[config.mk]
export PLATFORM = sky130hd
export DESIGN_NAME = spi_peripheral
export DESIGN_NICKNAME = d
export VERILOG_FILES = /design/src/logic/debug_pkg.sv /design/src/logic/spi_peripheral.sv
export SDC_FILE = /design/constraint.sdc
export NUM_CORES = 1
export LEC_CHECK = 0
export ABC_AREA = 1
export ABC_CLOCK_PERIOD_IN_PS = 1700
export BUFFER_PORTS_ARGS = -buffer_cell sky130_fd_sc_hd__buf_2
export CORE_ASPECT_RATIO = 0.9
export CORE_UTILIZATION = 39
export CTS_CLUSTER_SIZE = 10
export DETAILED_ROUTE_END_ITERATION = 6
export PLACE_DENSITY = 0.58
export REMOVE_ABC_BUFFERS = 1
export SKIP_CTS_REPAIR_TIMING = 1
export SYNTH_ARGS = -nofsm -noshare
export SYNTH_HDL_FRONTEND = slang
export SYNTH_SLANG_ARGS = --single-unit
[constraint.sdc]
create_clock -name i_clk_5mhz -period 1.7 [get_ports i_clk_5mhz]
set_input_delay 0.085 -clock i_clk_5mhz [delete_from_list [all_inputs] [get_ports i_clk_5mhz]]
set_output_delay 0.085 -clock i_clk_5mhz [all_outputs]
set_load 0.005 [all_outputs]
[src/logic/debug_pkg.sv]
package debug_pkg;

    typedef logic [7:0]  byte_t;
    typedef logic [15:0] word_t;

    // Command codes, sent as the first byte of a frame
    typedef enum logic [7:0]
    {
        CMD_MEM_READ    = 8'h01,
        CMD_MEM_WRITE   = 8'h02,
        CMD_VALUE_READ  = 8'h03,
        CMD_VALUE_WRITE = 8'h04
    } cmd_e;

    // Debug value identifiers
    typedef enum logic [15:0]
    {
        VAL_STEP       = 16'd0,   // Write bit 0 to step, read bit 0 as busy
        VAL_PC         = 16'd1,
        VAL_IR         = 16'd2,   // Read only
        VAL_STEP_COUNT = 16'd3,   // Read only
        VAL_RESET_HOLD = 16'd4
    } value_id_e;

    // Memory sizing
    localparam int MEM_ADDR_BITS = 12;
    localparam int MEM_DEPTH     = 1 << MEM_ADDR_BITS;

    // Program counter after reset and while held
    localparam word_t RESET_PC = 16'h0000;

endpackage

[src/logic/spi_peripheral.sv]
module spi_peripheral (
    input  logic             i_clk_5mhz,
    input  logic             i_reset_n,
    input  logic             i_spi_cs_n,
    input  logic             i_spi_clk,
    input  logic             i_spi_copi,
    output logic             o_spi_cipo,
    output debug_pkg::byte_t o_rx_byte,
    output logic             o_rx_valid,
    input  debug_pkg::byte_t i_tx_byte,
    input  logic             i_tx_valid
);

    logic [2:0]       r_sclk_sync;          // Two sync stages plus the previous value
    logic [1:0]       r_copi_sync;
    logic             w_sclk_rise;
    logic             w_sclk_fall;
    logic [2:0]       r_rx_count;
    debug_pkg::byte_t r_rx_shift;
    logic [2:0]       r_tx_count;
    debug_pkg::byte_t r_tx_shift;
    debug_pkg::byte_t r_tx_pending;
    logic             r_tx_pending_valid;

    always_ff @(posedge i_clk_5mhz or negedge i_reset_n)
    begin
        if (!i_reset_n)
        begin
            r_sclk_sync <= '0;
            r_copi_sync <= '0;
        end
        else
        begin
            r_sclk_sync <= {r_sclk_sync[1:0], i_spi_clk};
            r_copi_sync <= {r_copi_sync[0], i_spi_copi};
        end
    end

    assign w_sclk_rise = r_sclk_sync[1] & ~r_sclk_sync[2];
    assign w_sclk_fall = ~r_sclk_sync[1] & r_sclk_sync[2];

    // Receive side, MSB first on rising SCLK
    always_ff @(posedge i_clk_5mhz or negedge i_reset_n)
    begin
        if (!i_reset_n)
        begin
            r_rx_count <= '0;
            r_rx_shift <= '0;
            o_rx_valid <= 1'b0;
        end
        else
        begin
            o_rx_valid <= 1'b0;
            if (i_spi_cs_n)
            begin
                r_rx_count <= '0;
            end
            else if (w_sclk_rise)
            begin
                r_rx_shift <= {r_rx_shift[6:0], r_copi_sync[1]};
                r_rx_count <= r_rx_count + 3'd1;
                o_rx_valid <= (r_rx_count == 3'd7);   // Byte complete
            end
        end
    end

    assign o_rx_byte = r_rx_shift;   // Stable until the next rising edge

    // Transmit side, shifts on falling SCLK
    always_ff @(posedge i_clk_5mhz or negedge i_reset_n)
    begin
        if (!i_reset_n)
        begin
            r_tx_count         <= '0;
            r_tx_shift         <= '0;
            r_tx_pending       <= '0;
            r_tx_pending_valid <= 1'b0;
        end
        else if (i_spi_cs_n)
        begin
            r_tx_count         <= '0;
            r_tx_shift         <= '0;   // First byte of a frame is zero
            r_tx_pending_valid <= 1'b0;
        end
        else
        begin
            if (w_sclk_fall)
            begin
                r_tx_count <= r_tx_count + 3'd1;
                if (r_tx_count == 3'd7)
                begin
                    // Byte boundary, next byte goes out
                    r_tx_shift         <= r_tx_pending_valid ? r_tx_pending : 8'h00;
                    r_tx_pending_valid <= 1'b0;
                end
                else
                begin
                    r_tx_shift <= {r_tx_shift[6:0], 1'b0};
                end
            end
            if (i_tx_valid)
            begin
                r_tx_pending       <= i_tx_byte;
                r_tx_pending_valid <= 1'b1;
            end
        end
    end

    assign o_spi_cipo = ~i_spi_cs_n & r_tx_shift[7];

endmodule

==> impl_metrics.tcl <==
set metrics [dict create \
    outcome "completed" \
    cp_num_cells 7 \
    synth-edff-count 0 \
    num_io_pins 24 \
    swShare 0.245 \
    timing.critical_path.from_type "flip-flop" \
    layout-drive-gt1-share 0.191 \
    ctsHtreeMaxLevel 2 \
    max_freq_mhz 699 \
    port-buffer-count 23 \
    synth.yosys.seq_area_share 0.593 \
    tritoncts "built" \
    final.period_utilization 0.841 \
    n_antenna_cell 0 \
    number_of_warnings_reported_in_the_yosys_synthesis_log 0 \
    clock_power_share 0.387 \
    dieHeight_um 62.0 \
    grt_pass1_wl_um 4750 \
    cpMaxStageDelayCell "dfrtp_1" \
    ranking_of_synthesized_cells_by_instance_count "nand2_1, dfrtp_1, nand3_1" \
    synthFlopType "dfrtp_1" \
    sequentialPowerShare 0.517 \
    synthesis.instances 174 \
    cts.sinks 37 \
    setup_violations 0 \
    netsw_mw 0.479 \
    cts-root-to-sink-buffers 2 \
    crit_arrival_ns 1.66 \
    syn_area_um2 1560 \
    initial_core_util 0.412 \
    drt-wirelength-per-cell_um 11.2 \
    worst_setup_hold_path_clk_slew_ns 0.07 \
    crit_chain "ha_1 > ha_1 > inv_1 > nand2_1 > nand2_1 > nand2_1 > nand2_1" \
    floorplan.rows 21 \
    setup_repair_after_global_routing_missed_its_margin "no" \
    worst_path_most_repeated_cell "nand2_1" \
    drt_drc_violations_left 0 \
    place_ws_ns 0.292 \
    synth_cell_type_count 17 \
    critPathRequiredTime_ns 1.93 \
    final.setup.tns_ns 0 \
    pwr_density_cell_nw_per_um2 1060 \
    number_of_storage_elements_in_the_synthesis_netlist 37 \
    layout_net_count 221 \
    p_int_mw 1.48 \
    report.final.slew_viol_count 0 \
    largest_driver_fanout_on_the_critical_path 10 \
    timing.critical_path.slowest_cell_delay_ns 0.40 \
    power.static_leakage_nw 1.03 \
    combPwrFrac 0.096 \
    final.min_clock_period_ns 1.43 \
    gp_weighted_congestion 0.832 \
    grt_max_degree 38 \
    grt_antenna_before_repair 0 \
    drt_first_iter_violations 60 \
    drtPass1Iterations 4 \
    tightestPinTransition_ns 0.809 \
    max-slew-margin-rel 0.461 \
    grt_pass1_vias 1053 \
    hold_class "input port to flip-flop" \
    postSynth.asyncResetShare 1.00 \
    antenna_violating_nets_left 0 \
    cap_viol_max_count 0 \
    globalRoute.totalOverflow 0 \
    numCtsBuffers 5 \
    core_um2 3780 \
    clockRootBuffer "clkbuf_8" \
    synth_largest_type_area_fraction 0.593 \
    hpwl_um 1960 \
    critPathCaptureType "flip-flop" \
    yosys-top-cells-area "dfrtp_1, nand2_1, nand3_1" \
    chipWidth_um 68.7 \
    worst_clock_skew_ns 0.00240 \
    clkLatencyLatePin_ns 0.29 \
    worstHoldPathCells 3 \
    vias 1182 \
    hold_viol_final 0 \
    synth.avg_cell_area_um2 8.97 \
    timing.critical_path.buf_inv 1 \
    post_route_setup_slack_ns 0.270 \
    final.fill_count 391 \
    floorplan.die_area_um2 4260 \
    route.detailed.vias_per_inst 4.73 \
    groute.usage.overall 0.157 \
    synth_largest_area_cell "dfrtp_1" \
    critPathTopFamily "adder cells" \
    yosys.cell_count.top_type "nand2_1" \
    postRouteWirelength_um 2790 \
    path_class "flip-flop to flip-flop" \
    syn2layout_area_growth_pct 18.5 \
    ir_worst_vdd_mv 0.620 \
    worst_r2r_path_depth 7 \
]
==> stage by stage <==
stage	utilization	total power [mW]	cell area [um^2]	cells	hold slack, ns
after floorplan	-	1.11	1520	168	-0.211
after global placement	0.450	1.21	1700	239	0.195
after detailed placement	0.450	1.21	1700	239	0.196
after CTS	0.481	1.98	1820	247	-0.109
after global routing	0.489	2.07	1850	250	0.0233
final	0.489	1.96	1850	250	0.0275
==> worst reg2reg max path, stage by stage (launching register included) <==
cell     delay [ns]
dfrtp_1        0.40
ha_1           0.21
ha_1           0.29
inv_1          0.21
nand2_1        0.07
nand2_1        0.07
nand2_1        0.05
nand2_1        0.06
==> cell families after synthesis <==
group / share of synthesized area
and+or+nand+nor: 0.322
DFF: 0.593
buffers and inverters: 0.0425
adders and majority gates: 0.0321
AOI/OAI and AO/OA: 0.00962
==> final cells by class <==
cell class,instances,area (um^2),area share
flip-flops and latches,37,926,0.501
well taps,46,57.6,0.0311
inverters,6,22.5,0.0122
clock inverters,3,46.3,0.0250
repair buffers,28,160,0.0866
multi-input cells,125,568,0.307
clock buffers,5,68.8,0.0372
==> flip-flops by register name, summed over array words and instances, names as in the netlist <==
register            count
o_rx_byte               8
o_rx_valid              1
r_copi_sync             2
r_rx_count              3
r_sclk_sync             3
r_tx_count              3
r_tx_pending            8
r_tx_pending_valid      1
r_tx_shift              8
==> cell usage in the layout, fill, tap and decap left out <==
cell type / instances
inv_2: 2
o21ai_0: 2
clkbuf_8: 5
nor2_4: 1
nand2_2: 1
clkinv_4: 1
clkinvlp_4: 1
ha_1: 4
dlygate4sd3_1: 3
buf_4: 2
o21ai_1: 1
nor2_1: 2
dfrtp_1: 37
nor2_2: 1
nand2_1: 79
inv_1: 4
nand3_2: 1
nand3_1: 33
buf_2: 23
bufinv_16: 1
==> layer usage <==
metal	track usage	wire length [um]	up-vias
met1	0.218	1410	544
met5	0	0	-
li1	-	-	612
met4	0.0536	25	0
met3	0.0547	130	4
met2	0.228	1220	22
==> path summary, 6_finish.rpt <==
path | start | endpoint | slack, ns
max reg2reg | r_tx_count[0] | r_tx_shift[5] | 0.27
min | i_tx_byte[2] | r_tx_pending[2] | 0.03
min in group asynchronous | i_reset_n | r_tx_pending[2] | 0.42
max | r_tx_count[0] | r_tx_shift[5] | 0.27
max in group asynchronous | i_reset_n | r_tx_shift[7] | 0.76
min reg2reg | r_copi_sync[0] | r_copi_sync[1] | 0.36
==> power by group through the flow <==
stage	registers, mW	clock network (mW)	logic, mW
2_1_floorplan	1.02	0	0.0836
3_3_place_gp	1.02	0	0.182
3_5_place_dp	1.03	0	0.186
4_1_cts	1.01	0.779	0.186
5_1_grt	1.02	0.823	0.224
6_report	1.01	0.757	0.187
No activity file was read; power rests on OpenSTA's default activity.
