## src/logic/debug_pkg.sv

```systemverilog
package debug_pkg;

    typedef logic [7:0]  byte_t;
    typedef logic [15:0] word_t;

    // Command codes, sent as the first byte of a frame
    typedef enum logic [7:0]
    {
        CMD_MEM_READ    = 8'h01,
        CMD_MEM_WRITE   = 8'h02,
        CMD_VALUE_READ  = 8'h03,
        CMD_VALUE_WRITE = 8'h04
    } cmd_e;

    // Debug value identifiers
    typedef enum logic [15:0]
    {
        VAL_STEP       = 16'd0,   // Write bit 0 to step, read bit 0 as busy
        VAL_PC         = 16'd1,
        VAL_IR         = 16'd2,   // Read only
        VAL_STEP_COUNT = 16'd3,   // Read only
        VAL_RESET_HOLD = 16'd4
    } value_id_e;

    // Memory sizing
    localparam int MEM_ADDR_BITS = 12;
    localparam int MEM_DEPTH     = 1 << MEM_ADDR_BITS;

    // Program counter after reset and while held
    localparam word_t RESET_PC = 16'h0000;

endpackage

```

## src/logic/fetch_sequencer.sv

```systemverilog
module fetch_sequencer (
    input  logic             i_clk_5mhz,
    input  logic             i_reset_n,
    input  logic             i_step,
    input  logic             i_pc_load,
    input  debug_pkg::word_t i_pc_value,
    input  logic             i_hold,
    output logic             o_busy,
    output debug_pkg::word_t o_fetch_addr,
    output logic             o_fetch_en,
    input  debug_pkg::byte_t i_fetch_data,
    output debug_pkg::word_t o_pc,
    output debug_pkg::byte_t o_ir,
    output debug_pkg::word_t o_step_count
);

    logic r_fetch;   // Fetch request to memory
    logic r_latch;   // Fetched byte arrives

    assign o_busy       = r_fetch | r_latch;
    assign o_fetch_en   = r_fetch;
    assign o_fetch_addr = o_pc;

    always_ff @(posedge i_clk_5mhz or negedge i_reset_n)
    begin
        if (!i_reset_n)
        begin
            r_fetch      <= 1'b0;
            r_latch      <= 1'b0;
            o_pc         <= debug_pkg::RESET_PC;
            o_ir         <= '0;
            o_step_count <= '0;
        end
        else if (i_hold)
        begin
            // Core held in reset, steps dropped
            r_fetch      <= 1'b0;
            r_latch      <= 1'b0;
            o_pc         <= debug_pkg::RESET_PC;
            o_step_count <= '0;
        end
        else
        begin
            r_fetch <= i_step & ~o_busy;
            r_latch <= r_fetch;
            if (r_latch)
            begin
                o_ir         <= i_fetch_data;
                o_pc         <= o_pc + 16'd1;
                o_step_count <= o_step_count + 16'd1;
            end
            else if (i_pc_load && !o_busy)
            begin
                o_pc <= i_pc_value;
            end
        end
    end

endmodule

```

## config.mk

```make
export PLATFORM = sky130hd
export DESIGN_NAME = fetch_sequencer
export DESIGN_NICKNAME = d
export VERILOG_FILES = /design/src/logic/debug_pkg.sv /design/src/logic/fetch_sequencer.sv
export SDC_FILE = /design/constraint.sdc
export NUM_CORES = 1
export LEC_CHECK = 0
export BUFFER_PORTS_ARGS = -buffer_cell sky130_fd_sc_hd__buf_2
export CAP_MARGIN = 30
export CORE_MARGIN = 5
export CORE_UTILIZATION = 49
export CTS_BUF_LIST = sky130_fd_sc_hd__clkbuf_16
export CTS_CLUSTER_DIAMETER = 80
export DETAILED_ROUTE_END_ITERATION = 8
export GPL_ROUTABILITY_DRIVEN = 0
export PLACE_DENSITY = 0.8
export SETUP_SLACK_MARGIN = 0.2
export SLEW_MARGIN = 20
export SYNTH_ARGS = -nofsm -noshare
export SYNTH_HDL_FRONTEND = slang
export SYNTH_SLANG_ARGS = --single-unit
```

## constraint.sdc

```tcl
create_clock -name i_clk_5mhz -period 2.05 [get_ports i_clk_5mhz]
set_input_delay 0.1025 -clock i_clk_5mhz [delete_from_list [all_inputs] [get_ports i_clk_5mhz]]
set_output_delay 0.1025 -clock i_clk_5mhz [all_outputs]
set_load 0.01 [all_outputs]
```

==> results.md <==
Critical path
* flip-flop to flip-flop — crit path kind
* flip-flop — Setup crit start kind
* sky130_fd_sc_hd__dfrtp_1 — cell at the slowest stage of the critical path
* 0.45 ns — peak per-stage delay on the critical path
* flip-flop — type of element capturing the critical path
* 2.20 ns — required time at the worst-slack endpoint
* 7 — CP Max Fanout
* o_fetch_addr[12] — R2R Path End
* o_fetch_addr[0] — beginning of the worst register-to-register path
* ha_2, nand3_1, nor2_4, a311oi_1, a2111oi_0 — critical path, cell by cell
* 1.84 ns — endpoint arrival time on the critical path
* 0.37 ns — r2r setup slk
* 5 — R2R depth

Global routing
* 0 — total overflow reported by the global router
* 18.61% — GRT Resource Usage Total
* 35 — maximum number of pins on one net before global-route repair
* 9.087 mm — wire length of the first global-routing pass
* 0 — number of antenna violations at the first check in global routing
* 1923 — vias in the first global route

Die
* 0.006125 mm^2 — area enclosed by the die boundary
* 78.27 um — vertical extent of the die
* 51.38% — initial core utilization
* 78.27 um — chip width
* 87 — IO Pins
* 24 — site row count
* 0.004444 mm^2 — Core Region

Finish
* 23.56% — Layout Area Growth over Synthesis
* 339 — nets
* 38.83% — layout cells sized above 1
* sky130_fd_sc_hd__buf_2, sky130_fd_sc_hd__dfrtp_1, sky130_fd_sc_hd__nor2_1 — leading cell types in the layout, fill and taps excluded
* 0 — total inserted antenna cells
* 388 — fillcell total
* sky130_fd_sc_hd__buf_2 — most frequent standard cell in the layout excluding fill and tap cells
* 63.49% — final core area utilization

Min path
* 2 — WHS Path Cells
* o_fetch_en — end point of the most critical hold path
* i_hold — Worst Min Path Start
* input port to flip-flop — type of the most critical hold path

STA
* 0.3652 ns — setup slack after layout
* 0 — number of pins with negative max-slew slack in the final report
* 0.4782 ns — actual transition at the worst max-transition pin
* 593.5 MHz — Max Clk Rate
* 0 — hold violation count in the final report
* 0.01452 ns — final worst hold slack
* 82.18% — share of the clock period used by the worst path after layout
* 0 — Setup Viol. Count Final
* 1.685 ns — post-layout min period
* 0 ns — summed negative setup slack over all endpoints
* 0.002012 ns — final worst clock skew
* no — unrepaired setup endpoints after global routing
* 68.08% — relative slew slack

Detailed routing
* 0 — total DRC errors in the routed layout
* 5.618 — via count normalized by instance count
* 2028 — Vias
* 126 — number of violations reported at the end of detailed-routing iteration 0
* 5.525 mm — wirelength, routed
* 0 — remaining antenna violation count
* 4 — Pre-Repair DR Iteration Count
* 15.30 um — routed len/inst

Logic synthesis
* 9.717 um^2 — synthesized area per cell
* 46.03% — area fraction of the dominant cell type after synthesis
* 0 — number of synthesis warnings
* sky130_fd_sc_hd__dfrtp_1 — cell type with the highest aggregate area in the netlist
* sky130_fd_sc_hd__dfrtp_1, sky130_fd_sc_hd__buf_4, sky130_fd_sc_hd__mux2_2, sky130_fd_sc_hd__xnor2_1, sky130_fd_sc_hd__nor2_1 — cell types occupying the most area after synthesis
* 235 — number of standard cells after synthesis
* 44 — number of different library cells in the post-synthesis netlist
* 266 — total nets after synthesis
* 42 — number of flip-flops and latches in the synthesized netlist
* 0.002283 mm^2 — netlist area before placement
* 46.03% — share of the yosys chip area belonging to registers

Clock network
* 42 — CTS sink cnt
* 2 — number of buffers on the longest clock path
* 2 — H-tree depth
* 0.06 ns — Reg clk slew, reported paths
* 0 — post-CTS setup-driven buffer insertion count
* sky130_fd_sc_hd__clkbuf_16 — buffer cell driving the clock tree root
* done — CTS tree
* 0.28 ns — later-pin clock latency in the skew report
* 5 — total clock buffers created by CTS

Power
* 0.5311 mV — peak supply drop
* 1.336 nW — leakage component of the power
* 724.7 mW/mm^2 — power per cell area

Placed design
* 0.2413 ns — worst slack, placed
* 4.068 mm — half-perimeter wire length after placement
* 86 — input/output buffers

Job
* 0 — count of max-cap constraint violations

Status
* finished clean — result of the run

-- registers in the layout, indices dropped and copies added, names as in the netlist --
| name | cells |
|---|---|
| o_fetch_en | 1 |
| o_ir | 8 |
| o_fetch_addr | 16 |
| r_latch | 1 |
| o_step_count | 16 |
-- synth_stat cells --
cell type / count
sky130_fd_sc_hd__a2111oi_0: 2
sky130_fd_sc_hd__a211oi_1: 8
sky130_fd_sc_hd__a21oi_1: 11
sky130_fd_sc_hd__a22oi_1: 1
sky130_fd_sc_hd__a311oi_1: 1
sky130_fd_sc_hd__a31oi_1: 3
sky130_fd_sc_hd__a32oi_1: 2
sky130_fd_sc_hd__and2_1: 3
sky130_fd_sc_hd__and3_1: 2
sky130_fd_sc_hd__buf_1: 1
sky130_fd_sc_hd__buf_2: 3
sky130_fd_sc_hd__buf_4: 17
sky130_fd_sc_hd__clkbuf_1: 6
sky130_fd_sc_hd__clkbuf_2: 1
sky130_fd_sc_hd__dfrtp_1: 42
sky130_fd_sc_hd__ha_1: 2
sky130_fd_sc_hd__inv_1: 4
sky130_fd_sc_hd__inv_2: 1
sky130_fd_sc_hd__mux2_2: 10
sky130_fd_sc_hd__mux2i_1: 2
sky130_fd_sc_hd__nand2_1: 13
sky130_fd_sc_hd__nand3_1: 6
sky130_fd_sc_hd__nand3_2: 1
sky130_fd_sc_hd__nand3b_1: 1
sky130_fd_sc_hd__nand4_1: 8
sky130_fd_sc_hd__nand4_2: 1
sky130_fd_sc_hd__nor2_1: 25
sky130_fd_sc_hd__nor2_2: 1
sky130_fd_sc_hd__nor2b_1: 6
sky130_fd_sc_hd__nor3_1: 7
sky130_fd_sc_hd__nor3b_1: 1
sky130_fd_sc_hd__nor4_1: 9
sky130_fd_sc_hd__nor4_4: 1
sky130_fd_sc_hd__nor4b_1: 1
sky130_fd_sc_hd__o211ai_1: 2
sky130_fd_sc_hd__o21a_1: 1
sky130_fd_sc_hd__o21ai_0: 7
sky130_fd_sc_hd__o311ai_0: 1
sky130_fd_sc_hd__o41a_1: 1
sky130_fd_sc_hd__or2_2: 1
sky130_fd_sc_hd__or3_1: 3
sky130_fd_sc_hd__or4_1: 2
sky130_fd_sc_hd__xnor2_1: 11
sky130_fd_sc_hd__xor2_1: 3
-- worst max-delay path by stage --
stage | startpoint | to | slack, ns | cells past startpoint
finish | o_fetch_addr[0] | o_fetch_addr[12] | 0.37 | 5
global route | o_fetch_addr[0] | o_fetch_addr[12] | 0.19 | 5
CTS | o_fetch_addr[0] | o_fetch_addr[12] | 0.23 | 5
detailed placement | o_fetch_addr[0] | o_fetch_addr[12] | 0.24 | 5
global placement | o_fetch_addr[0] | o_fetch_addr[12] | 0.33 | 5
floorplan | o_fetch_addr[0] | o_fetch_addr[12] | 0.42 | 5
-- metal layers --
layer	up-vias	track usage, %	share of wire (%)
li1	975	-	-
met1	963	23.98	43
met4	0	5.070	0.67
met2	85	31.16	47
met5	-	0	0
met3	5	4.805	8.5
-- repair_timing --
action                                  CTS  global route
endpoints found under the hold margin    12             0
resized for setup                         0             5
endpoints found under the setup margin    0             5
hold buffers                              1             0
-- per-stage QoR --
stage          power (W)  instances  cell area (um^2)
3_3_place_gp    0.001285        352              2658
2_1_floorplan   0.001156        235              2283
5_1_grt         0.002137        361              2821
3_5_place_dp    0.001293        352              2658
6_report        0.002045        361              2821
4_1_cts         0.002057        361              2809
-- critical path, delay by kind of cell, from the launching register on --
kind            cells  cell delay (ns)
compound gates      2             0.49
flops               1             0.45
simple gates        2             0.34
fa+ha+maj           1             0.27
-- cell families (layout without fill, tap and decap cells) --
logic type      after synthesis  count (layout)  share of synthesized area [%]
flops                        42              42                          46.03
mux                          12              12                          5.808
fa+ha+maj                     2               2                          1.096
xor+xnor                     14              14                          5.370
buf+inv                      33             107                          8.437
compound gates               40              40                          11.51
simple gates                 92              92                          21.75
-- cell type report --
class                      instances  area (um^2)  area share (%)
sequential                        42         1052           37.29
tap                               52        65.06           2.306
clock inverter                     3        16.27          0.5765
multi-input combinational        160         1051           37.25
timing repair buffer              94        493.0           17.47
clock buffer                       5        125.1           4.435
inverter                           5        18.77          0.6652
-- power by group --
part / total [W] / switching (W) / internal, W / leakage (nW)
logic: 0.000323 / 0.000169 / 0.000154 / 0.712
registers: 0.000953 / 0.0000590 / 0.000894 / 0.557
clock network: 0.000769 / 0.000324 / 0.000445 / 0.0672
Power figures use the tool's default switching activity.
