File: src/logic/debug_pkg.sv
package debug_pkg;

    typedef logic [7:0]  byte_t;
    typedef logic [15:0] word_t;

    // Command codes, sent as the first byte of a frame
    typedef enum logic [7:0]
    {
        CMD_MEM_READ    = 8'h01,
        CMD_MEM_WRITE   = 8'h02,
        CMD_VALUE_READ  = 8'h03,
        CMD_VALUE_WRITE = 8'h04
    } cmd_e;

    // Debug value identifiers
    typedef enum logic [15:0]
    {
        VAL_STEP       = 16'd0,   // Write bit 0 to step, read bit 0 as busy
        VAL_PC         = 16'd1,
        VAL_IR         = 16'd2,   // Read only
        VAL_STEP_COUNT = 16'd3,   // Read only
        VAL_RESET_HOLD = 16'd4
    } value_id_e;

    // Memory sizing
    localparam int MEM_ADDR_BITS = 12;
    localparam int MEM_DEPTH     = 1 << MEM_ADDR_BITS;

    // Program counter after reset and while held
    localparam word_t RESET_PC = 16'h0000;

endpackage

File: src/logic/debug_values.sv
module debug_values (
    input  logic             i_clk_5mhz,
    input  logic             i_reset_n,
    input  logic             i_en,
    input  logic             i_we,
    input  debug_pkg::word_t i_id,
    input  debug_pkg::word_t i_wdata,
    output debug_pkg::word_t o_rdata,
    output logic             o_step,
    output logic             o_pc_load,
    output debug_pkg::word_t o_pc_value,
    output logic             o_hold,
    input  logic             i_busy,
    input  debug_pkg::word_t i_pc,
    input  debug_pkg::byte_t i_ir,
    input  debug_pkg::word_t i_step_count
);

    logic w_write;

    assign w_write = i_en & i_we;

    // Writes become strobes to the sequencer
    always_ff @(posedge i_clk_5mhz or negedge i_reset_n)
    begin
        if (!i_reset_n)
        begin
            o_step     <= 1'b0;
            o_pc_load  <= 1'b0;
            o_pc_value <= '0;
            o_hold     <= 1'b0;
        end
        else
        begin
            o_step    <= w_write && (i_id == debug_pkg::VAL_STEP) && i_wdata[0];
            o_pc_load <= w_write && (i_id == debug_pkg::VAL_PC);
            if (w_write && (i_id == debug_pkg::VAL_PC))
            begin
                o_pc_value <= i_wdata;
            end
            if (w_write && (i_id == debug_pkg::VAL_RESET_HOLD))
            begin
                o_hold <= i_wdata[0];
            end
        end
    end

    // Live read-back of sequencer state
    always_comb
    begin
        case (i_id)
            debug_pkg::VAL_STEP:       o_rdata = {15'd0, i_busy};
            debug_pkg::VAL_PC:         o_rdata = i_pc;
            debug_pkg::VAL_IR:         o_rdata = {8'h00, i_ir};
            debug_pkg::VAL_STEP_COUNT: o_rdata = i_step_count;
            debug_pkg::VAL_RESET_HOLD: o_rdata = {15'd0, o_hold};
            default:                   o_rdata = '0;   // Unknown ids read as zero
        endcase
    end

endmodule

File: config.mk
export PLATFORM = sky130hd
export DESIGN_NAME = debug_values
export DESIGN_NICKNAME = d
export VERILOG_FILES = /design/src/logic/debug_pkg.sv /design/src/logic/debug_values.sv
export SDC_FILE = /design/constraint.sdc
export NUM_CORES = 1
export LEC_CHECK = 0
export BUFFER_PORTS_ARGS = -buffer_cell sky130_fd_sc_hd__buf_4
export CAP_MARGIN = 20
export CORE_ASPECT_RATIO = 1.4
export CORE_UTILIZATION = 32
export CTS_BUF_LIST = sky130_fd_sc_hd__clkbuf_16
export CTS_CLUSTER_DIAMETER = 80
export DETAILED_ROUTE_END_ITERATION = 8
export PLACE_DENSITY = 0.86
export RECOVER_POWER = 100
export SKIP_CTS_REPAIR_TIMING = 1
export SYNTH_ARGS = -nofsm -noshare
export SYNTH_HDL_FRONTEND = slang
export SYNTH_SLANG_ARGS = --single-unit
File: constraint.sdc
create_clock -name i_clk_5mhz -period 1.95 [get_ports i_clk_5mhz]
set_clock_uncertainty 0.2 [all_clocks]
set_input_delay 0.0975 -clock i_clk_5mhz [delete_from_list [all_inputs] [get_ports i_clk_5mhz]]
set_output_delay 0.0975 -clock i_clk_5mhz [all_outputs]
set_load 0.02 [all_outputs]
==> run_results.csv, run 1 <==
group,metric,value,unit
min_path,worstHoldStart,"i_id[2]",
cells_and_area,antenna_cells,0,
die,core_area,3347,um2
grt,grt_pass1_vias,1322,
job,maxCapViolCount,0,
clocking,cts_buffer_depth,2,
power_and_ir_drop,peakVddDrop,0.3868,mV
critical_path,critPathLaunch,"i_id[13]",
logic_synthesis,avgSynthCellArea,12.71,um2
power_and_ir_drop,swShare,20.38,%
logic_synthesis,synth_area,1119,um2
min_path,hold_path.class,"primary input to flop",
critical_path,r2r-start,"o_pc_value[13]",
placement,hpwlAfterDp,2954,um
grt,grtUsageMet1,19.15,%
sta,tightest_slew,1.006,ns
power_and_ir_drop,p_per_area,400.8,nW/um2
sta,min_period_over_period,113.3,%
power_and_ir_drop,p_comb_share,20.6,%
logic_synthesis,synth_top_cell_area_share,42.51,%
routing,firstDrtPassIters,4,
logic_synthesis,ys_warn_count,0,
cells_and_area,syn_to_final_growth,126.4,%
grt,top_usage_layer,"met2",
clocking,h-tree-depth,1,
logic_synthesis,synthMostInstantiatedCell,"dfrtp_1",
critical_path,worstPathRequired,1.65,ns
die,dieArea,3740,um2
logic_synthesis,synth.area.top_cells,"dfrtp_1, mux2_4, mux2i_1, a22o_1, o2bb2ai_1",
power_and_ir_drop,total_power,0.001015,W
critical_path,ff2ff_path_depth,1,
sta,clock.fmax,452.5,MHz
cells_and_area,drive_gt1_share,61.47,%
logic_synthesis,synth_edf_count,0,
logic_synthesis,synth_common_cells,"dfrtp_1, mux2_4, a22o_1, mux2i_1, o2bb2ai_1",
routing,drc,0,
routing,num_vias,1378,
sta,drv_slew,0,
logic_synthesis,yosysTopAreaCell,"dfrtp_1",
grt,grt_first_pass_wirelength,5416,um
logic_synthesis,ys_ff_latch,19,
logic_synthesis,async_flop_share,100.0,%
die,rows,25,
sta,setup_tns,-4.398,ns
clocking,clock_sinks,19,
die,initial_core_util,33.42,%
sta,min_period,2.210,ns
routing,ant_nets,0,
clocking,clk_pin_slew,0.05,ns
critical_path,end_kind,"output pin",
routing,drt_iter0_drc,20,
die,ioPinCount,112,
critical_path,crit_arrival,1.91,ns
routing,routed_wl,4869,um
grt,grt_usage,19.19,%
die,die_h,71.96,um
min_path,whs_path_depth,3,
status,status,"finished, violations left",
logic_synthesis,synthCells,88,
grt,grt_max_degree,20,
cells_and_area,final_cell_area,2532,um2
sta,finalHoldViolCount,0,
sta,relSlewSlack,32.91,%
cells_and_area,nNetsFinal,309,
die,dieWidth,51.97,um
sta,setup_viol,31,
placement,place_congestion,0.7702,
logic_synthesis,syn-num-nets,165,
power_and_ir_drop,switchingPower,0.0002069,W
power_and_ir_drop,p_int,0.0008081,W
placement,dpl_cell_area,2173,um2
clocking,cts_tree,"done",
clocking,numCtsBuffers,3,
critical_path,cp_max_fo,8,
logic_synthesis,synth_flop_cell,"dfrtp_1",
power_and_ir_drop,pwr-share-seq,38.9,%
clocking,clk_latency,0.25,ns
logic_synthesis,synth_seq_area_share,42.51,%
sta,setup_slack,-0.2598,ns
critical_path,critical_path_class,"primary input to output pin",
status,failed_checks,"negative setup slack",
grt,grt_remaining_overflow,0,
routing,viasPerCell,5.085,
placement,io_buffers,111,
logic_synthesis,ys_types,25,
power_and_ir_drop,p_leak,1.247,nW
sta,grt_setup_unrepaired,"true",
grt,grtUsageMet3,6.709,%
grt,grt_antenna_before_repair,0,
routing,wl_per_cell,17.97,um
clocking,cts-root-buf,"clkbuf_16",
power_and_ir_drop,clkPwrFrac,40.5,%
critical_path,startpoint_type,"primary input",
grt,use_met2,35.61,%
==> worst paths after layout <==
check	to	slack (ns)
worst max register to register	o_pc_value[13]	0.95
min in group asynchronous	o_pc_value[12]	0.34
worst min-delay path	o_hold	0.06
worst max-delay path	o_rdata[15]	-0.26
max in group asynchronous	o_pc_value[3]	0.60
worst min register to register	o_pc_value[11]	0.31
==> cell type report <==
type	instances	area (um2)
timing repair buffer	143	1199
fill	212	814.5
multi-input combinational	65	729.5
sequential	19	475.5
clock buffer	3	75.07
tap	40	50.05
clock inverter	1	3.754
==> sequential cells by signal, indices dropped and copies added (netlist names) <==
| name | flops |
|---|---|
| o_pc_load | 1 |
| o_hold | 1 |
| o_step | 1 |
| o_pc_value | 16 |
==> power groups by stage <==
stage               Sequential (W)  Combinational (W)  Clock [W]
finish                    0.000395           0.000210   0.000411
global route              0.000394           0.000221   0.000436
CTS                       0.000395           0.000165   0.000418
detailed placement        0.000402           0.000165          0
global placement          0.000402           0.000162          0
floorplan                 0.000402          0.0000289          0
==> metrics by stage <==
stage | hold slack [ns] | setup WS, ns | instances | utilization, %
final | 0.05921 | -0.2598 | 271 | 75.66
after global routing | 0.08067 | -0.3348 | 271 | 75.66
after CTS | -0.4794 | -0.2484 | 249 | 67.29
after detailed placement | -0.2152 | -0.3051 | 245 | 64.93
after global placement | -0.2238 | -0.2781 | 245 | 64.93
after floorplan | -0.3981 | -0.1863 | 88 | -
==> worst max-delay path, cell delays in order <==
cell and delay [ns]:
buf_4 0.11, or4_4 0.53, buf_6 0.14, nor3_1 0.19
buf_4 0.16, and3_1 0.19, buf_4 0.19, a22o_1 0.18
buf_6 0.12
==> layer usage <==
layer,vias to the layer above,share of wire [%],wire length (um)
met5,-,0,0
met4,0,3.3,161
met3,18,8.6,417
met2,83,55,2700
met1,648,33,1589
li1,629,-,-
==> cell usage in the layout (no fill, tap or decap) <==
cell type and n:
a22o_1 5, a22o_4 3, a22oi_1 1, and3_1 1, buf_12 4, buf_4 76
buf_6 22, clkbuf_1 20, clkbuf_16 4, dfrtp_1 19, dlygate4sd3_1 20, inv_1 1
mux2_2 3, mux2_4 15, mux2i_1 8, nand2_1 2, nand3b_1 2, nand4_1 2
nor2_1 3, nor2_4 2, nor2_8 1, nor3_1 2, nor3b_1 2, o21ai_0 1
o2bb2ai_2 7, or3_4 1, or4_4 4
==> cell families (layout without fill, tap and decap cells) <==
kind of cell	Yosys count	after routing	share of synthesized area (%)
multiplexers	26	26	28.63
AND/OR/NAND/NOR	22	22	13.53
flip-flops	19	19	42.51
AO/OA/AOI/OAI	17	17	12.86
buffers and inverters	4	147	2.459
Note: power is estimated with default switching activity, not from simulation.
==> run 2, diff against run 1 <==
Settings changed: CORE_MARGIN from default to 8.
==> run 2 against run 1 <==
The flow still finishes with violations (negative setup slack). First-iteration DRC count increased by 25%. Critical path depth is 1 lower. Clock-buffer cell count is the same. Critical path type unchanged. Highest routed layer unchanged.
==> run_results.csv, run 2 (synthesis results as in run 1) <==
group,metric,value,unit
critical_path,crit_arrival,1.87,ns
power_and_ir_drop,peakVddDrop,0.4357,mV
critical_path,worstPathRequired,1.65,ns
sta,tightest_slew,0.9640,ns
power_and_ir_drop,total_power,0.001005,W
cells_and_area,utilization,75.33,%
clocking,clk_pin_slew,0.05,ns
routing,firstDrtPassIters,4,
die,rows,25,
cells_and_area,drive_gt1_share,61.64,%
sta,drv_slew,0,
routing,ant_nets,0,
cells_and_area,regMostFlops,"o_pc_value",
sta,min_period_over_period,111.3,%
die,die_h,85.96,um
sta,clock.fmax,460.7,MHz
routing,num_vias,1362,
die,ioPinCount,112,
power_and_ir_drop,p_leak,1.253,nW
clocking,clock_sinks,19,
grt,grt_pass1_vias,1450,
routing,drc,0,
clocking,clk_latency,0.25,ns
sta,finalHoldViolCount,0,
sta,setup_tns,-3.886,ns
sta,grt_setup_unrepaired,"true",
placement,hpwlAfterDp,3787,um
cells_and_area,largest_register_ffs,16,
status,status,"finished, violations left",
sta,setup_viol,32,
grt,grt_max_degree,20,
grt,grt_remaining_overflow,0,
cells_and_area,antenna_cells,0,
routing,viasPerCell,5.007,
die,dieWidth,65.97,um
cells_and_area,syn_to_final_growth,127.5,%
clocking,cts_buffer_depth,2,
grt,grt_usage,14.07,%
sta,setup_slack,-0.2205,ns
sta,min_period,2.170,ns
cells_and_area,regArea,475.5,um2
critical_path,critical_path_class,"primary input to output pin",
critical_path,cp_max_fo,7,
routing,routed_wl,5059,um
cells_and_area,nNetsFinal,310,
cells_and_area,fillerInstances,239,
placement,io_buffers,111,
min_path,hold_path.class,"primary input to flop",
cells_and_area,final_cell_mix,"buf_4, buf_6, dlygate4sd3_1, clkbuf_1, dfrtp_1",
die,dieArea,5670,um2
power_and_ir_drop,p_per_area,395.0,nW/um2
clocking,cts_tree,"done",
routing,drt_iter0_drc,25,
clocking,h-tree-depth,1,
status,failed_checks,"negative setup slack",
die,initial_core_util,33.11,%
clocking,cts-root-buf,"clkbuf_16",
cells_and_area,final_common_cell,"buf_4",
placement,place_congestion,0.7612,
cells_and_area,multiInputGateArea,733.2,um2
die,core_area,3378,um2
critical_path,startpoint_type,"primary input",
critical_path,end_kind,"output pin",
sta,hold_slack,0.04437,ns
routing,wl_per_cell,18.60,um
grt,grt_first_pass_wirelength,6354,um
sta,relSlewSlack,35.73,%
grt,grt_antenna_before_repair,0,
job,maxCapViolCount,0,
clocking,numCtsBuffers,3,
==> run 2: metal layers <==
layer | track usage, % | share of wire, % | vias up | wire length, um
li1 | - | - | 630 | -
met1 | 13.22 | 38 | 627 | 1906
met2 | 22.06 | 46 | 100 | 2335
met3 | 11.99 | 15 | 5 | 775
met4 | 4.483 | 0.83 | 0 | 42
met5 | 0 | 0 | - | 0
==> run 2: final timing paths <==
| path | start | endpoint | slack, ns | cells past startpoint |
|---|---|---|---|---|
| worst max-delay path | i_id[9] | o_rdata[2] | -0.22 | 8 |
| worst min-delay path | i_id[2] | o_hold | 0.04 | 3 |
| worst max register to register | o_pc_value[10] | o_pc_value[10] | 0.96 | 1 |
| worst min register to register | o_pc_value[11] | o_pc_value[11] | 0.31 | 1 |
| max in group asynchronous | i_reset_n | o_pc_value[2] | 0.64 | 2 |
| min in group asynchronous | i_reset_n | o_pc_value[14] | 0.33 | 2 |
==> run 2: worst max-delay path, stage by stage <==
cell,delay [ns]
buf_4,0.11
or4_4,0.51
buf_6,0.13
or3_4,0.40
nor2_4,0.18
clkbuf_16,0.19
o2bb2ai_2,0.11
buf_6,0.13
==> run 2: metrics by stage <==
stage | cells | setup WS, ns | instance area [um2]
5_1_grt | 272 | -0.2677 | 2545
3_3_place_gp | 246 | -0.2849 | 2168
2_1_floorplan | 88 | -0.1863 | 1195
3_5_place_dp | 246 | -0.3073 | 2168
4_1_cts | 250 | -0.2712 | 2247
6_report | 272 | -0.2205 | 2545
==> run 2: layout make-up <==
class	instances	share of cell area [%]
clock inverters	1	0.1475
flip-flops and latches	19	18.68
repair buffers	144	47.44
clock buffers	3	2.950
well taps	40	1.967
multi-input cells	65	28.81
==> run 2: where the power goes <==
part           internal, W  leakage (nW)  total (W)  switching [W]
sequential        0.000395         0.266   0.000395   0.0000000390
clock             0.000272        0.0423   0.000407       0.000135
combinational     0.000140         0.945   0.000203      0.0000632
total             0.000807          1.25    0.00101       0.000198
