[src/logic/debug_pkg.sv]
package debug_pkg;

    typedef logic [7:0]  byte_t;
    typedef logic [15:0] word_t;

    // Command codes, sent as the first byte of a frame
    typedef enum logic [7:0]
    {
        CMD_MEM_READ    = 8'h01,
        CMD_MEM_WRITE   = 8'h02,
        CMD_VALUE_READ  = 8'h03,
        CMD_VALUE_WRITE = 8'h04
    } cmd_e;

    // Debug value identifiers
    typedef enum logic [15:0]
    {
        VAL_STEP       = 16'd0,   // Write bit 0 to step, read bit 0 as busy
        VAL_PC         = 16'd1,
        VAL_IR         = 16'd2,   // Read only
        VAL_STEP_COUNT = 16'd3,   // Read only
        VAL_RESET_HOLD = 16'd4
    } value_id_e;

    // Memory sizing
    localparam int MEM_ADDR_BITS = 12;
    localparam int MEM_DEPTH     = 1 << MEM_ADDR_BITS;

    // Program counter after reset and while held
    localparam word_t RESET_PC = 16'h0000;

endpackage

[src/logic/debug_command.sv]
module debug_command (
    input  logic             i_clk_5mhz,
    input  logic             i_reset_n,
    input  logic             i_spi_cs_n,
    input  debug_pkg::byte_t i_rx_byte,
    input  logic             i_rx_valid,
    output debug_pkg::byte_t o_tx_byte,
    output logic             o_tx_valid,
    output debug_pkg::word_t o_mem_addr,
    output logic             o_mem_en,
    output logic             o_mem_we,
    output debug_pkg::byte_t o_mem_wdata,
    input  debug_pkg::byte_t i_mem_rdata,
    output debug_pkg::word_t o_val_id,
    output logic             o_val_en,
    output logic             o_val_we,
    output debug_pkg::word_t o_val_wdata,
    input  debug_pkg::word_t i_val_rdata
);

    debug_pkg::cmd_e  r_cmd;
    logic [2:0]       r_pos;          // Byte position in the frame, saturates at 5
    debug_pkg::byte_t r_op_hi;        // Operand high byte from b1
    debug_pkg::word_t r_addr;         // Running address or value id
    debug_pkg::byte_t r_wr_hi;
    debug_pkg::byte_t r_rd_lo;
    logic             r_resp_valid;
    logic             r_resp_mem;     // Response comes from memory read data
    debug_pkg::byte_t r_resp_byte;
    logic             w_accept;
    logic             w_is_mem;
    debug_pkg::word_t w_operand;
    debug_pkg::word_t w_target;
    logic             w_mem_rd;
    logic             w_mem_wr;
    logic             w_val_rd;
    logic             w_val_wr;

    assign w_accept  = i_rx_valid & ~i_spi_cs_n;
    assign w_operand = {r_op_hi, i_rx_byte};
    assign w_is_mem  = (r_cmd == debug_pkg::CMD_MEM_READ) || (r_cmd == debug_pkg::CMD_MEM_WRITE);

    // Accesses happen in the cycle the byte arrives
    assign w_mem_rd = w_accept && (r_cmd == debug_pkg::CMD_MEM_READ) && (r_pos >= 3'd2);
    assign w_mem_wr = w_accept && (r_cmd == debug_pkg::CMD_MEM_WRITE) && (r_pos >= 3'd3);
    assign w_val_rd = w_accept && (r_cmd == debug_pkg::CMD_VALUE_READ) && (r_pos == 3'd2);
    assign w_val_wr = w_accept && (r_cmd == debug_pkg::CMD_VALUE_WRITE) && (r_pos == 3'd4);

    // At b2 the operand is still arriving, so take it straight from the byte
    assign w_target = (r_pos == 3'd2) ? w_operand : r_addr;

    assign o_mem_addr  = w_target;
    assign o_mem_en    = w_mem_rd | w_mem_wr;
    assign o_mem_we    = w_mem_wr;
    assign o_mem_wdata = i_rx_byte;

    assign o_val_id    = w_target;
    assign o_val_en    = w_val_rd | w_val_wr;
    assign o_val_we    = w_val_wr;
    assign o_val_wdata = {r_wr_hi, i_rx_byte};

    always_ff @(posedge i_clk_5mhz or negedge i_reset_n)
    begin
        if (!i_reset_n)
        begin
            r_cmd        <= debug_pkg::cmd_e'(8'h00);
            r_pos        <= '0;
            r_op_hi      <= '0;
            r_addr       <= '0;
            r_wr_hi      <= '0;
            r_rd_lo      <= '0;
            r_resp_valid <= 1'b0;
            r_resp_mem   <= 1'b0;
            r_resp_byte  <= '0;
            o_tx_byte    <= '0;
            o_tx_valid   <= 1'b0;
        end
        else if (i_spi_cs_n)
        begin
            // Frame ended or aborted
            r_pos        <= '0;
            r_resp_valid <= 1'b0;
            r_resp_mem   <= 1'b0;
            o_tx_valid   <= 1'b0;
        end
        else
        begin
            // Second stage, hand the response byte to the SPI block
            o_tx_valid <= r_resp_valid;
            if (r_resp_valid)
            begin
                o_tx_byte <= r_resp_mem ? i_mem_rdata : r_resp_byte;
            end

            r_resp_valid <= w_accept;
            if (w_accept)
            begin
                r_resp_mem  <= w_mem_rd;
                r_resp_byte <= 8'h00;
                if (r_pos != 3'd5)
                begin
                    r_pos <= r_pos + 3'd1;
                end

                if (r_pos == 3'd0)
                begin
                    r_cmd <= debug_pkg::cmd_e'(i_rx_byte);   // Unknown codes kept as is
                end
                if (r_pos == 3'd1)
                begin
                    r_op_hi <= i_rx_byte;
                end

                if (r_pos == 3'd2)
                begin
                    // Read has already issued the first access
                    r_addr <= (r_cmd == debug_pkg::CMD_MEM_READ) ? w_operand + 16'd1 : w_operand;
                end
                else if (w_is_mem && (r_pos >= 3'd3))
                begin
                    r_addr <= r_addr + 16'd1;   // Wraps in memory through low bits
                end

                if (w_val_rd)
                begin
                    r_resp_byte <= i_val_rdata[15:8];
                    r_rd_lo     <= i_val_rdata[7:0];
                end
                if ((r_pos == 3'd3) && (r_cmd == debug_pkg::CMD_VALUE_READ))
                begin
                    r_resp_byte <= r_rd_lo;
                end
                if ((r_pos == 3'd3) && (r_cmd == debug_pkg::CMD_VALUE_WRITE))
                begin
                    r_wr_hi <= i_rx_byte;
                end
            end
        end
    end

endmodule

[config.mk]
export PLATFORM = sky130hd
export DESIGN_NAME = debug_command
export DESIGN_NICKNAME = d
export VERILOG_FILES = /design/src/logic/debug_pkg.sv /design/src/logic/debug_command.sv
export SDC_FILE = /design/constraint.sdc
export NUM_CORES = 1
export LEC_CHECK = 0
export ABC_AREA = 1
export BUFFER_PORTS_ARGS = -buffer_cell sky130_fd_sc_hd__buf_4
export CAP_MARGIN = 20
export CORE_UTILIZATION = 50
export DETAILED_ROUTE_END_ITERATION = 10
export HOLD_SLACK_MARGIN = 0.06
export PLACE_DENSITY = 0.75
export SYNTH_ARGS = -nofsm -noshare
export SYNTH_HDL_FRONTEND = slang
export SYNTH_SLANG_ARGS = --single-unit
export TNS_END_PERCENT = 5
[constraint.sdc]
create_clock -name i_clk_5mhz -period 2.3 [get_ports i_clk_5mhz]
set_input_delay 0.46 -clock i_clk_5mhz [delete_from_list [all_inputs] [get_ports i_clk_5mhz]]
set_output_delay 0.46 -clock i_clk_5mhz [all_outputs]
set_load 0.005 [all_outputs]
==> results of run 1 <==
-- cell type report --
type                            instances  area, sq um  area share [%]
Clock buffer                            9        123.9           2.317
Clock inverter                          6        111.4           2.083
Sequential cell                        70         1752           32.76
Multi-Input combinational cell        419         2071           38.73
Timing Repair Buffer                  119        943.4           17.65
Tap cell                              105        131.4           2.457
Inverter                               57        214.0           4.002
-- flip-flops by register name (all words and copies together) (netlist names) --
name and flops:
r_addr 16, o_tx_byte 8, r_cmd 8, r_op_hi 8
r_rd_lo 8, r_resp_byte 8, r_wr_hi 8, r_pos 3
o_tx_valid 1, r_resp_mem 1, r_resp_valid 1
-- through the flow --
step | TNS [ns] | utilization [%] | instance area [sq um]
2_1_floorplan | 0 | - | 4377
3_3_place_gp | 0 | 60.35 | 5034
3_5_place_dp | 0 | 60.35 | 5034
4_1_cts | 0 | 63.95 | 5334
5_1_grt | -0.1535 | 64.10 | 5346
6_report | 0 | 64.10 | 5346
-- power breakdown --
group / switching, uW / leakage [uW] / internal, uW
clock: 485 / 0.000115 / 714
combinational: 718 / 0.00164 / 667
sequential: 252 / 0.000867 / 1460
total: 1450 / 0.00262 / 2840
-- per-layer routing --
layer  share of wire (%)  track usage, %  vias up
met3                 6.9           4.864       17
met2                  47           42.50      162
met5                   0               0        -
met1                  45           38.19     1980
met4                 1.4           8.085        0
li1                    -               -     2077
-- worst max-delay path by stage --
| stage | end | cells past startpoint | startpoint |
|---|---|---|---|
| finish | o_mem_en | 7 | r_pos[1] |
| global route | o_mem_en | 7 | r_pos[1] |
| CTS | o_mem_en | 7 | r_pos[0] |
| detailed placement | r_addr[3] | 9 | r_pos[0] |
| global placement | r_addr[7] | 9 | r_pos[0] |
| floorplan | o_val_id[7] | 8 | r_pos[0] |
-- cells in the final DEF, fill, tap and decap left out, drive strengths merged, types with 5 or more instances in the layout --
master  Yosys  final
nand2     158    158
buf        45    118
nor2       73     73
dfrtp      70     70
nand3      58     58
o21ai      58     58
inv        55     55
a31oi      18     18
nand4      14     14
clkbuf      9      9
ha          7      7
a21oi       7      7
xor2        5      5
-- logic make-up (layout without fill, tap and decap cells) --
family	after synthesis	in the layout	synth area share [%]
muxes	4	4	1.029
adders and majority gates	7	7	2.001
and+or+nand+nor	312	312	30.50
DFF	70	70	40.02
buffers and inverters	111	191	13.35
xor gates and xnor gates	7	7	1.401
AOI/OAI and AO/OA	89	89	11.69
-- critical path, stage by stage, from the launching register on --
cell	delay [ns]
dfrtp_1	0.42
ha_1	0.21
ha_1	0.19
nor2_1	0.09
o21ai_1	0.11
nand3_1	0.16
nand2_1	0.10
buf_4	0.16
-- what timing repair did --
action | in CTS | in global routing
pin swaps | 1 | 1
buffers inserted | 2 | 0
hold endpoints to repair | 0 | 0
cloned | 1 | 0
endpoints found under the setup margin | 10 | 46
resized for setup | 10 | 8
==> impl_metrics.env, run 1 <==
export IMPL_status="complete, no violations"
export IMPL_ys_flop_type="dfrtp_1"
export IMPL_regToRegStartpoint="r_pos[1]"
export IMPL_cellLeakagePower_uw=0.002620
export IMPL_syn_area_per_cell_sq_um=7.294
export IMPL_ys_seq_area_share_pct=40.02
export IMPL_clock_latency_ns=0.35
export IMPL_place_congestion=0.8915
export IMPL_worstPathArrival_ns=1.79
export IMPL_wl_um=11510
export IMPL_area_delta_synth_final_pct=22.16
export IMPL_min_period_ns=2.247
export IMPL_wl_per_cell_um=14.67
export IMPL_regToRegSetupSlack_ns=0.29
export IMPL_period_share_pct=97.69
export IMPL_fin_ws_ns=0.05302
export IMPL_cts_sinks=70
export IMPL_final_hold_viol_count=0
export IMPL_antenna_found_initial=0
export IMPL_antennaDiodeCount=0
export IMPL_report_final_slew_viol_count=0
export IMPL_cp_max_fo=4
export IMPL_rows=33
export IMPL_root_buffer="clkbuf_8"
export IMPL_synthTopCellsByCount="nand2_1 (157), dfrtp_1 (70), nor2_1 (67)"
export IMPL_dr_first_iter_drc_count=265
export IMPL_cts_tree="built"
export IMPL_maxCapViolCount=0
export IMPL_start_util_pct=52.48
export IMPL_max_freq_ghz=0.4450
export IMPL_firstDrtPassIters=5
export IMPL_rsz0062_at_grt="true"
export IMPL_holdBufCountCts=0
export IMPL_avgViaCountPerCell=5.396
export IMPL_power_uw=4296
export IMPL_netlist_top_cells_area="dfrtp_1 (40%), nand2_1 (13%), nand3_1 (6.5%)"
export IMPL_grt_max_degree=38
export IMPL_clk_pin_slew_worst_paths_ns=0.08
export IMPL_hold_ws_ns=0.06302
export IMPL_timing_rr_end="r_addr[3]"
export IMPL_ir_worst_vdd_v=0.0004544
export IMPL_setup_viol=0
export IMPL_dieHeight_um=95.56
export IMPL_crit_type="reg -> out"
export IMPL_grt_pass1_vias=3761
export IMPL_final_nets=719
export IMPL_syn_nets=643
export IMPL_die_area_sq_mm=0.009132
export IMPL_dp_hpwl_um=8456
export IMPL_required_ns=1.84
export IMPL_synth_async_reset_ratio_pct=100.0
export IMPL_drive_gt1_share_pct=24.12
export IMPL_synth_most_common_cell="nand2_1"
export IMPL_vias=4236
export IMPL_rr_worst_depth=10
export IMPL_yosysWarnings=0
export IMPL_hp_class="in -> async"
export IMPL_track_usage_pct=27.09
export IMPL_ys_ff_latch=70
export IMPL_synth_edf_count=0
export IMPL_post_place_ws_ns=0.1510
export IMPL_worstMarginPinSlew_ns=0.4760
export IMPL_cts_made_buffers=9
export IMPL_grt_pass1_wl_um=18620
export IMPL_yosys_area_top_type="dfrtp_1"
export IMPL_cts_path_max_buffers=2
export IMPL_fin_cells=785
export IMPL_ant_nets=0
export IMPL_synth_top_cell_area_share_pct=40.02
export IMPL_overflow=0
export IMPL_netlist_area_sq_mm=0.004377
export IMPL_power_density_mw_per_mm2=803.5
export IMPL_pin_count=105
export IMPL_max_slew_margin_pct=68.18
export IMPL_dp_cells=767
export IMPL_startpoint_type="register"
export IMPL_crit_path_end_kind="output pin"
export IMPL_fillers=727
export IMPL_die_w_um=95.56
export IMPL_post_route_drc_count=0
export IMPL_htreeDepth=3
export IMPL_portBuffers=104
export IMPL_core_sq_mm=0.008341
export IMPL_synth_distinct_cells=36
export IMPL_fin_worst_skew_ns=0.007448
export IMPL_syn_instance_count=600
Power figures use the tool's default switching activity.
==> inputs of run 2 (changes only) <==
--- a/config.mk
+++ b/config.mk
@@ -11,7 +11,7 @@
 export CORE_UTILIZATION = 50
 export DETAILED_ROUTE_END_ITERATION = 10
 export HOLD_SLACK_MARGIN = 0.06
-export PLACE_DENSITY = 0.75
+export PLACE_DENSITY = 0.77
 export SYNTH_ARGS = -nofsm -noshare
 export SYNTH_HDL_FRONTEND = slang
 export SYNTH_SLANG_ARGS = --single-unit
==> run 2 against run 1 <==
  * Cell area fell by 0.94%
  * Register-to-register slack improved by 0.04 ns
  * Clock power fell by 18%
  * Flip-flop and latch count did not move
  * Critical path depth did not move
  * Global-route usage fell by 0.84 points
  * Critical endpoint is now o_val_id[3]
  * Sequential power barely moved
  * Hold slack improved by 0.019 ns
  * Non-clock buffer count rose by 1
  * Count of clock-buffer cells in the layout rose by 2
==> impl_metrics.env, run 2 (synthesized netlist as in run 1, its figures left out) <==
export IMPL_status="complete, no violations"
export IMPL_vias=4233
export IMPL_report_final_slew_viol_count=0
export IMPL_start_util_pct=52.48
export IMPL_avgViaCountPerCell=5.379
export IMPL_antennaDiodeCount=0
export IMPL_fin_worst_skew_ns=0.009091
export IMPL_cp_endpoint="o_val_id[3]"
export IMPL_place_congestion=0.8573
export IMPL_worst_path_buf_inv=3
export IMPL_max_freq_ghz=0.4446
export IMPL_power_density_mw_per_mm2=766.1
export IMPL_cellLeakagePower_uw=0.002594
export IMPL_crit_type="reg -> out"
export IMPL_drive_gt1_share_pct=23.75
export IMPL_root_buffer="clkbuf_8"
export IMPL_rr_worst_depth=12
export IMPL_pin_count=105
export IMPL_antenna_found_initial=0
export IMPL_path_depth=7
export IMPL_required_ns=1.84
export IMPL_final_hold_viol_count=0
export IMPL_cts_tree="built"
export IMPL_die_w_um=95.56
export IMPL_met1_usage_pct=35.14
export IMPL_fin_ws_ns=0.05088
export IMPL_dp_hpwl_um=8447
export IMPL_min_period_ns=2.249
export IMPL_fillers=767
export IMPL_period_share_pct=97.79
export IMPL_hold_ws_ns=0.08158
export IMPL_grt_max_degree=49
export IMPL_worstMarginPinSlew_ns=0.5331
export IMPL_max_slew_margin_pct=64.46
export IMPL_post_place_ws_ns=0.3284
export IMPL_rows=33
export IMPL_core_sq_mm=0.008341
export IMPL_die_area_sq_mm=0.009132
export IMPL_post_route_drc_count=0
export IMPL_most_common_layout_cells="nand2_1 (156), buf_4 (117), dfrtp_1 (70)"
export IMPL_cp_max_fo=24
export IMPL_crit_path_start="r_pos[0]"
export IMPL_fin_cells=787
export IMPL_regToRegSetupSlack_ns=0.33
export IMPL_wl_per_cell_um=14.35
export IMPL_busiest_layer="met2"
export IMPL_crit_chain="inv_1 > ha_2 > nand2_4 > buf_12 > nor2_2 > o21bai_1 > buf_4"
export IMPL_firstDrtPassIters=5
export IMPL_dieHeight_um=95.56
export IMPL_ir_worst_vdd_v=0.0004181
export IMPL_crit_path_end_kind="output pin"
export IMPL_maxCapViolCount=0
export IMPL_crit_path_top_delay_cell="dfrtp_1"
export IMPL_cts_sinks=70
export IMPL_largest_register_ffs=16
export IMPL_htreeDepth=3
export IMPL_startpoint_type="register"
export IMPL_dp_cells=768
export IMPL_clk_pin_slew_worst_paths_ns=0.08
export IMPL_largest_register="r_addr"
export IMPL_ant_nets=0
export IMPL_grt_pass1_vias=3843
export IMPL_area_delta_synth_final_pct=21.01
export IMPL_overflow=0
export IMPL_timing_rr_end="r_addr[10]"
export IMPL_final_common_cell="nand2_1"
export IMPL_holdBufCountCts=0
export IMPL_track_usage_pct=26.24
export IMPL_portBuffers=104
export IMPL_hp_class="in -> async"
export IMPL_cts_path_max_buffers=2
export IMPL_cp_slowest_stage_delay_ns=0.42
export IMPL_cpLargestDelayFamily="buffers and inverters"
export IMPL_cts_made_buffers=9
export IMPL_wl_um=11290
export IMPL_setup_viol=0
export IMPL_final_nets=720
export IMPL_dr_first_iter_drc_count=268
export IMPL_worstPathArrival_ns=1.79
export IMPL_clock_latency_ns=0.35
export IMPL_use_met3_pct=5.024
export IMPL_rsz0062_at_grt="true"
export IMPL_grt_pass1_wl_um=18130
export IMPL_regToRegStartpoint="r_pos[0]"
export IMPL_met2_usage_pct=41.85
[run 2: changes by cell type in the layout (fill, tap and decap cells not counted), sizes merged]
cell / before / now
bufinv: 3 / 1
bufbuf: 1 / 0
clkinv: 4 / 5
buf: 118 / 119
clkbuf: 9 / 12
[run 2: final cells by class]
type                       count  area [sq um]  area share (%)
sequential                    70          1752           33.07
clock buffer                  11         131.4           2.481
inverter                      57         214.0           4.040
tap                          105         131.4           2.481
timing repair buffer         120         943.4           17.81
clock inverter                 5         60.06           1.134
multi-input combinational    419          2064           38.98
[run 2: worst min-delay path by stage]
stage	end	slack (ns)	from	cells after the start
finish	o_tx_byte[3]	0.08	i_reset_n	1
global route	o_tx_byte[3]	0.12	i_reset_n	1
floorplan	o_tx_byte[0]	0.16	i_reset_n	0
CTS	o_tx_byte[4]	0.09	i_reset_n	1
detailed placement	r_wr_hi[0]	0.47	r_wr_hi[0]	2
global placement	r_wr_hi[7]	0.47	r_wr_hi[7]	2
[run 2: repair_timing]
action	CTS	global route
gates cloned	0	1
pin swaps	0	1
setup buffers	0	2
setup endpoints to repair	7	34
resized for setup	4	16
[run 2: power breakdown]
part / internal, uW / total, uW / switching (uW)
Clock: 503 / 981 / 477
Sequential: 1460 / 1710 / 254
Combinational: 662 / 1360 / 700
[run 2: stage by stage]
| step | power (uW) | area (sq um) | setup TNS (ns) | utilization (%) |
|---|---|---|---|---|
| after floorplan | 2543 | 4377 | 0 | - |
| after global placement | 3020 | 5041 | 0 | 60.44 |
| after detailed placement | 3062 | 5041 | 0 | 60.44 |
| after CTS | 4047 | 5240 | 0 | 62.83 |
| after global routing | 4368 | 5296 | -0.1973 | 63.50 |
| final | 4057 | 5296 | 0 | 63.50 |
[run 2: layer usage]
metal	wire length, um	part of all wire [%]	vias to the layer above
met5	0	0	-
met2	5312	47	158
met3	722	6.4	23
li1	-	-	2077
met1	5007	44	1975
met4	250	2.2	0
==> inputs of run 3 (changes only) <==
--- a/config.mk
+++ b/config.mk
@@ -8,10 +8,11 @@
 export ABC_AREA = 1
 export BUFFER_PORTS_ARGS = -buffer_cell sky130_fd_sc_hd__buf_4
 export CAP_MARGIN = 20
-export CORE_UTILIZATION = 50
+export CORE_UTILIZATION = 24
 export DETAILED_ROUTE_END_ITERATION = 10
+export GPL_ROUTABILITY_DRIVEN = 0
 export HOLD_SLACK_MARGIN = 0.06
-export PLACE_DENSITY = 0.77
+export PLACE_DENSITY = 0.44
 export SYNTH_ARGS = -nofsm -noshare
 export SYNTH_HDL_FRONTEND = slang
 export SYNTH_SLANG_ARGS = --single-unit
==> run 3 against run 2 <==
  * Register-to-register slack improved by 0.07 ns
  * Routed wire length increased by 17%
  * Global-route usage decreased by 11 points
  * Cell area increased by 5.7%
  * First-iteration DRC count decreased by 11%
  * Sequential share of layout area decreased by 1.8 points
  * Critical path depth decreased by 1
  * Die area increased by 110%
  * Largest cell class unchanged
==> impl_metrics.env, run 3 (synthesized netlist as in run 1, its figures left out) <==
export IMPL_ant_nets=0
export IMPL_drive_gt1_share_pct=24.41
export IMPL_cp_max_fo=23
export IMPL_hp_class="in -> reg"
export IMPL_dp_cells=891
export IMPL_clock_latency_ns=0.35
export IMPL_crit_type="reg -> out"
export IMPL_final_nets=718
export IMPL_regToRegStartpoint="r_pos[0]"
export IMPL_dieHeight_um=137.0
export IMPL_track_usage_pct=14.77
export IMPL_seqPwrFrac_pct=37.0
export IMPL_max_slew_margin_pct=65.23
export IMPL_cts_tree="built"
export IMPL_worst_path_buf_inv=3
export IMPL_switching_power_uw=1561
export IMPL_dr_first_iter_drc_count=238
export IMPL_largest_register_ffs=16
export IMPL_min_period_ns=2.286
export IMPL_final_common_cell="nand2_1"
export IMPL_dpl_instance_area_sq_mm=0.005189
export IMPL_firstDrtPassIters=6
export IMPL_cellLeakagePower_uw=0.002660
export IMPL_fin_worst_skew_ns=0.01162
export IMPL_clockPowerShare_pct=33.1
export IMPL_grt_max_degree=47
export IMPL_fin_cells=909
export IMPL_crit_path_end_kind="output pin"
export IMPL_crit_path_start="r_pos[0]"
export IMPL_post_route_drc_count=0
export IMPL_required_ns=1.84
export IMPL_cts_sinks=70
export IMPL_rows=49
export IMPL_final_hold_viol_count=0
export IMPL_htreeDepth=3
export IMPL_worstHoldStart="i_val_rdata[6]"
export IMPL_power_uw=4658
export IMPL_design_area_sq_mm=0.005597
export IMPL_die_w_um=137.0
export IMPL_p_sw_share_pct=33.50
export IMPL_setup_viol=0
export IMPL_regToRegSetupSlack_ns=0.40
export IMPL_crit_chain="inv_1 > ha_2 > nand2_2 > bufbuf_16 > a21oi_2 > buf_4"
export IMPL_p_int_uw=3097
export IMPL_most_common_layout_cells="nand2_1 (156), buf_4 (114), dfrtp_1 (70)"
export IMPL_ir_worst_vdd_v=0.0004581
export IMPL_clk_pin_slew_worst_paths_ns=0.06
export IMPL_hold_ws_ns=0.3216
export IMPL_wl_per_cell_um=14.59
export IMPL_core_sq_mm=0.01790
export IMPL_largest_register="r_addr"
export IMPL_fin_setup_tns_ns=0
export IMPL_pin_count=105
export IMPL_worstPathArrival_ns=1.83
export IMPL_vias=4220
export IMPL_wl_um=13260
export IMPL_period_share_pct=99.37
export IMPL_dp_hpwl_um=9599
export IMPL_portBuffers=104
export IMPL_area_delta_synth_final_pct=27.87
export IMPL_cpLargestDelayFamily="buffers and inverters"
export IMPL_die_area_sq_mm=0.01878
export IMPL_antennaDiodeCount=0
export IMPL_worstMarginPinSlew_ns=0.5201
export IMPL_power_density_mw_per_mm2=832.3
export IMPL_cts_made_buffers=9
export IMPL_rsz0062_at_grt="true"
export IMPL_cts_path_max_buffers=2
export IMPL_status="complete, no violations"
export IMPL_cp_slowest_stage_delay_ns=0.42
export IMPL_grt_pass1_wl_um=20840
export IMPL_cts_setup_buffers=0
export IMPL_startpoint_type="register"
export IMPL_maxCapViolCount=0
export IMPL_start_util_pct=24.45
export IMPL_pwr_share_comb_pct=29.9
export IMPL_avgViaCountPerCell=4.642
export IMPL_antenna_found_initial=0
export IMPL_root_buffer="clkbuf_16"
export IMPL_max_freq_ghz=0.4375
export IMPL_overflow=0
export IMPL_report_final_slew_viol_count=0
export IMPL_crit_path_top_delay_cell="dfrtp_1"
export IMPL_grt_pass1_vias=3878
run 3: cell count changes in the layout (fill, tap and decap cells not counted), sizes merged:
cell         change
bufbuf           +1
bufinv           +1
clkbuf           -2
buf              -3
clkinv           -2
dlygate4sd3      +1
inv              +2
run 3: worst min-delay path: stages:
cell     delay [ns]
buf_4          0.08
nand2_1        0.04
o21ai_0        0.05
run 3: power groups by stage:
| stage | sequential [uW] | clock, uW | combinational [uW] |
|---|---|---|---|
| after floorplan | 1660 | 0 | 882 |
| after global placement | 1730 | 0 | 1330 |
| after detailed placement | 1740 | 0 | 1340 |
| after CTS | 1720 | 1590 | 1390 |
| after global routing | 1760 | 1640 | 1590 |
| final | 1720 | 1540 | 1390 |
run 3: cell type report:
cell class	count	area, sq um
fillers	1951	12310
multi-input cells	419	2083
flip-flops and latches	70	1752
repair buffers	118	938.4
well taps	229	286.5
clock buffers	10	229.0
inverters	57	214.0
clock inverters	6	93.84
run 3: stage by stage:
stage	setup WS (ns)	utilization [%]
after floorplan	0.3120	-
after global placement	0.2918	28.98
after detailed placement	0.2970	28.98
after CTS	-0.003423	31.20
after global routing	-0.09214	31.26
final	0.01442	31.26
run 3: worst paths after layout:
path,cells past startpoint,end
min in group asynchronous,2,o_tx_byte[1]
hold / removal,3,r_rd_lo[6]
setup / recovery,6,o_val_id[9]
setup reg to reg,9,r_addr[7]
max in group asynchronous,3,r_op_hi[4]
hold reg to reg,2,r_wr_hi[1]
run 3: layer usage:
layer  GRT usage [%]  part of all wire (%)  up-vias
met5               0                     0        -
met3           4.185                   7.0       12
met2           22.14                    44      158
met1           20.33                    48     1972
met4           4.640                   1.4        0
li1                -                     -     2078
run 3: what timing repair did:
| action | 4_1_cts | 5_1_grt |
|---|---|---|
| pin swaps | 1 | 1 |
| hold endpoints to repair | 24 | 0 |
| hold buffers | 1 | 0 |
| resized for setup | 14 | 9 |
| cloned | 1 | 0 |
| endpoints found under the setup margin | 18 | 34 |
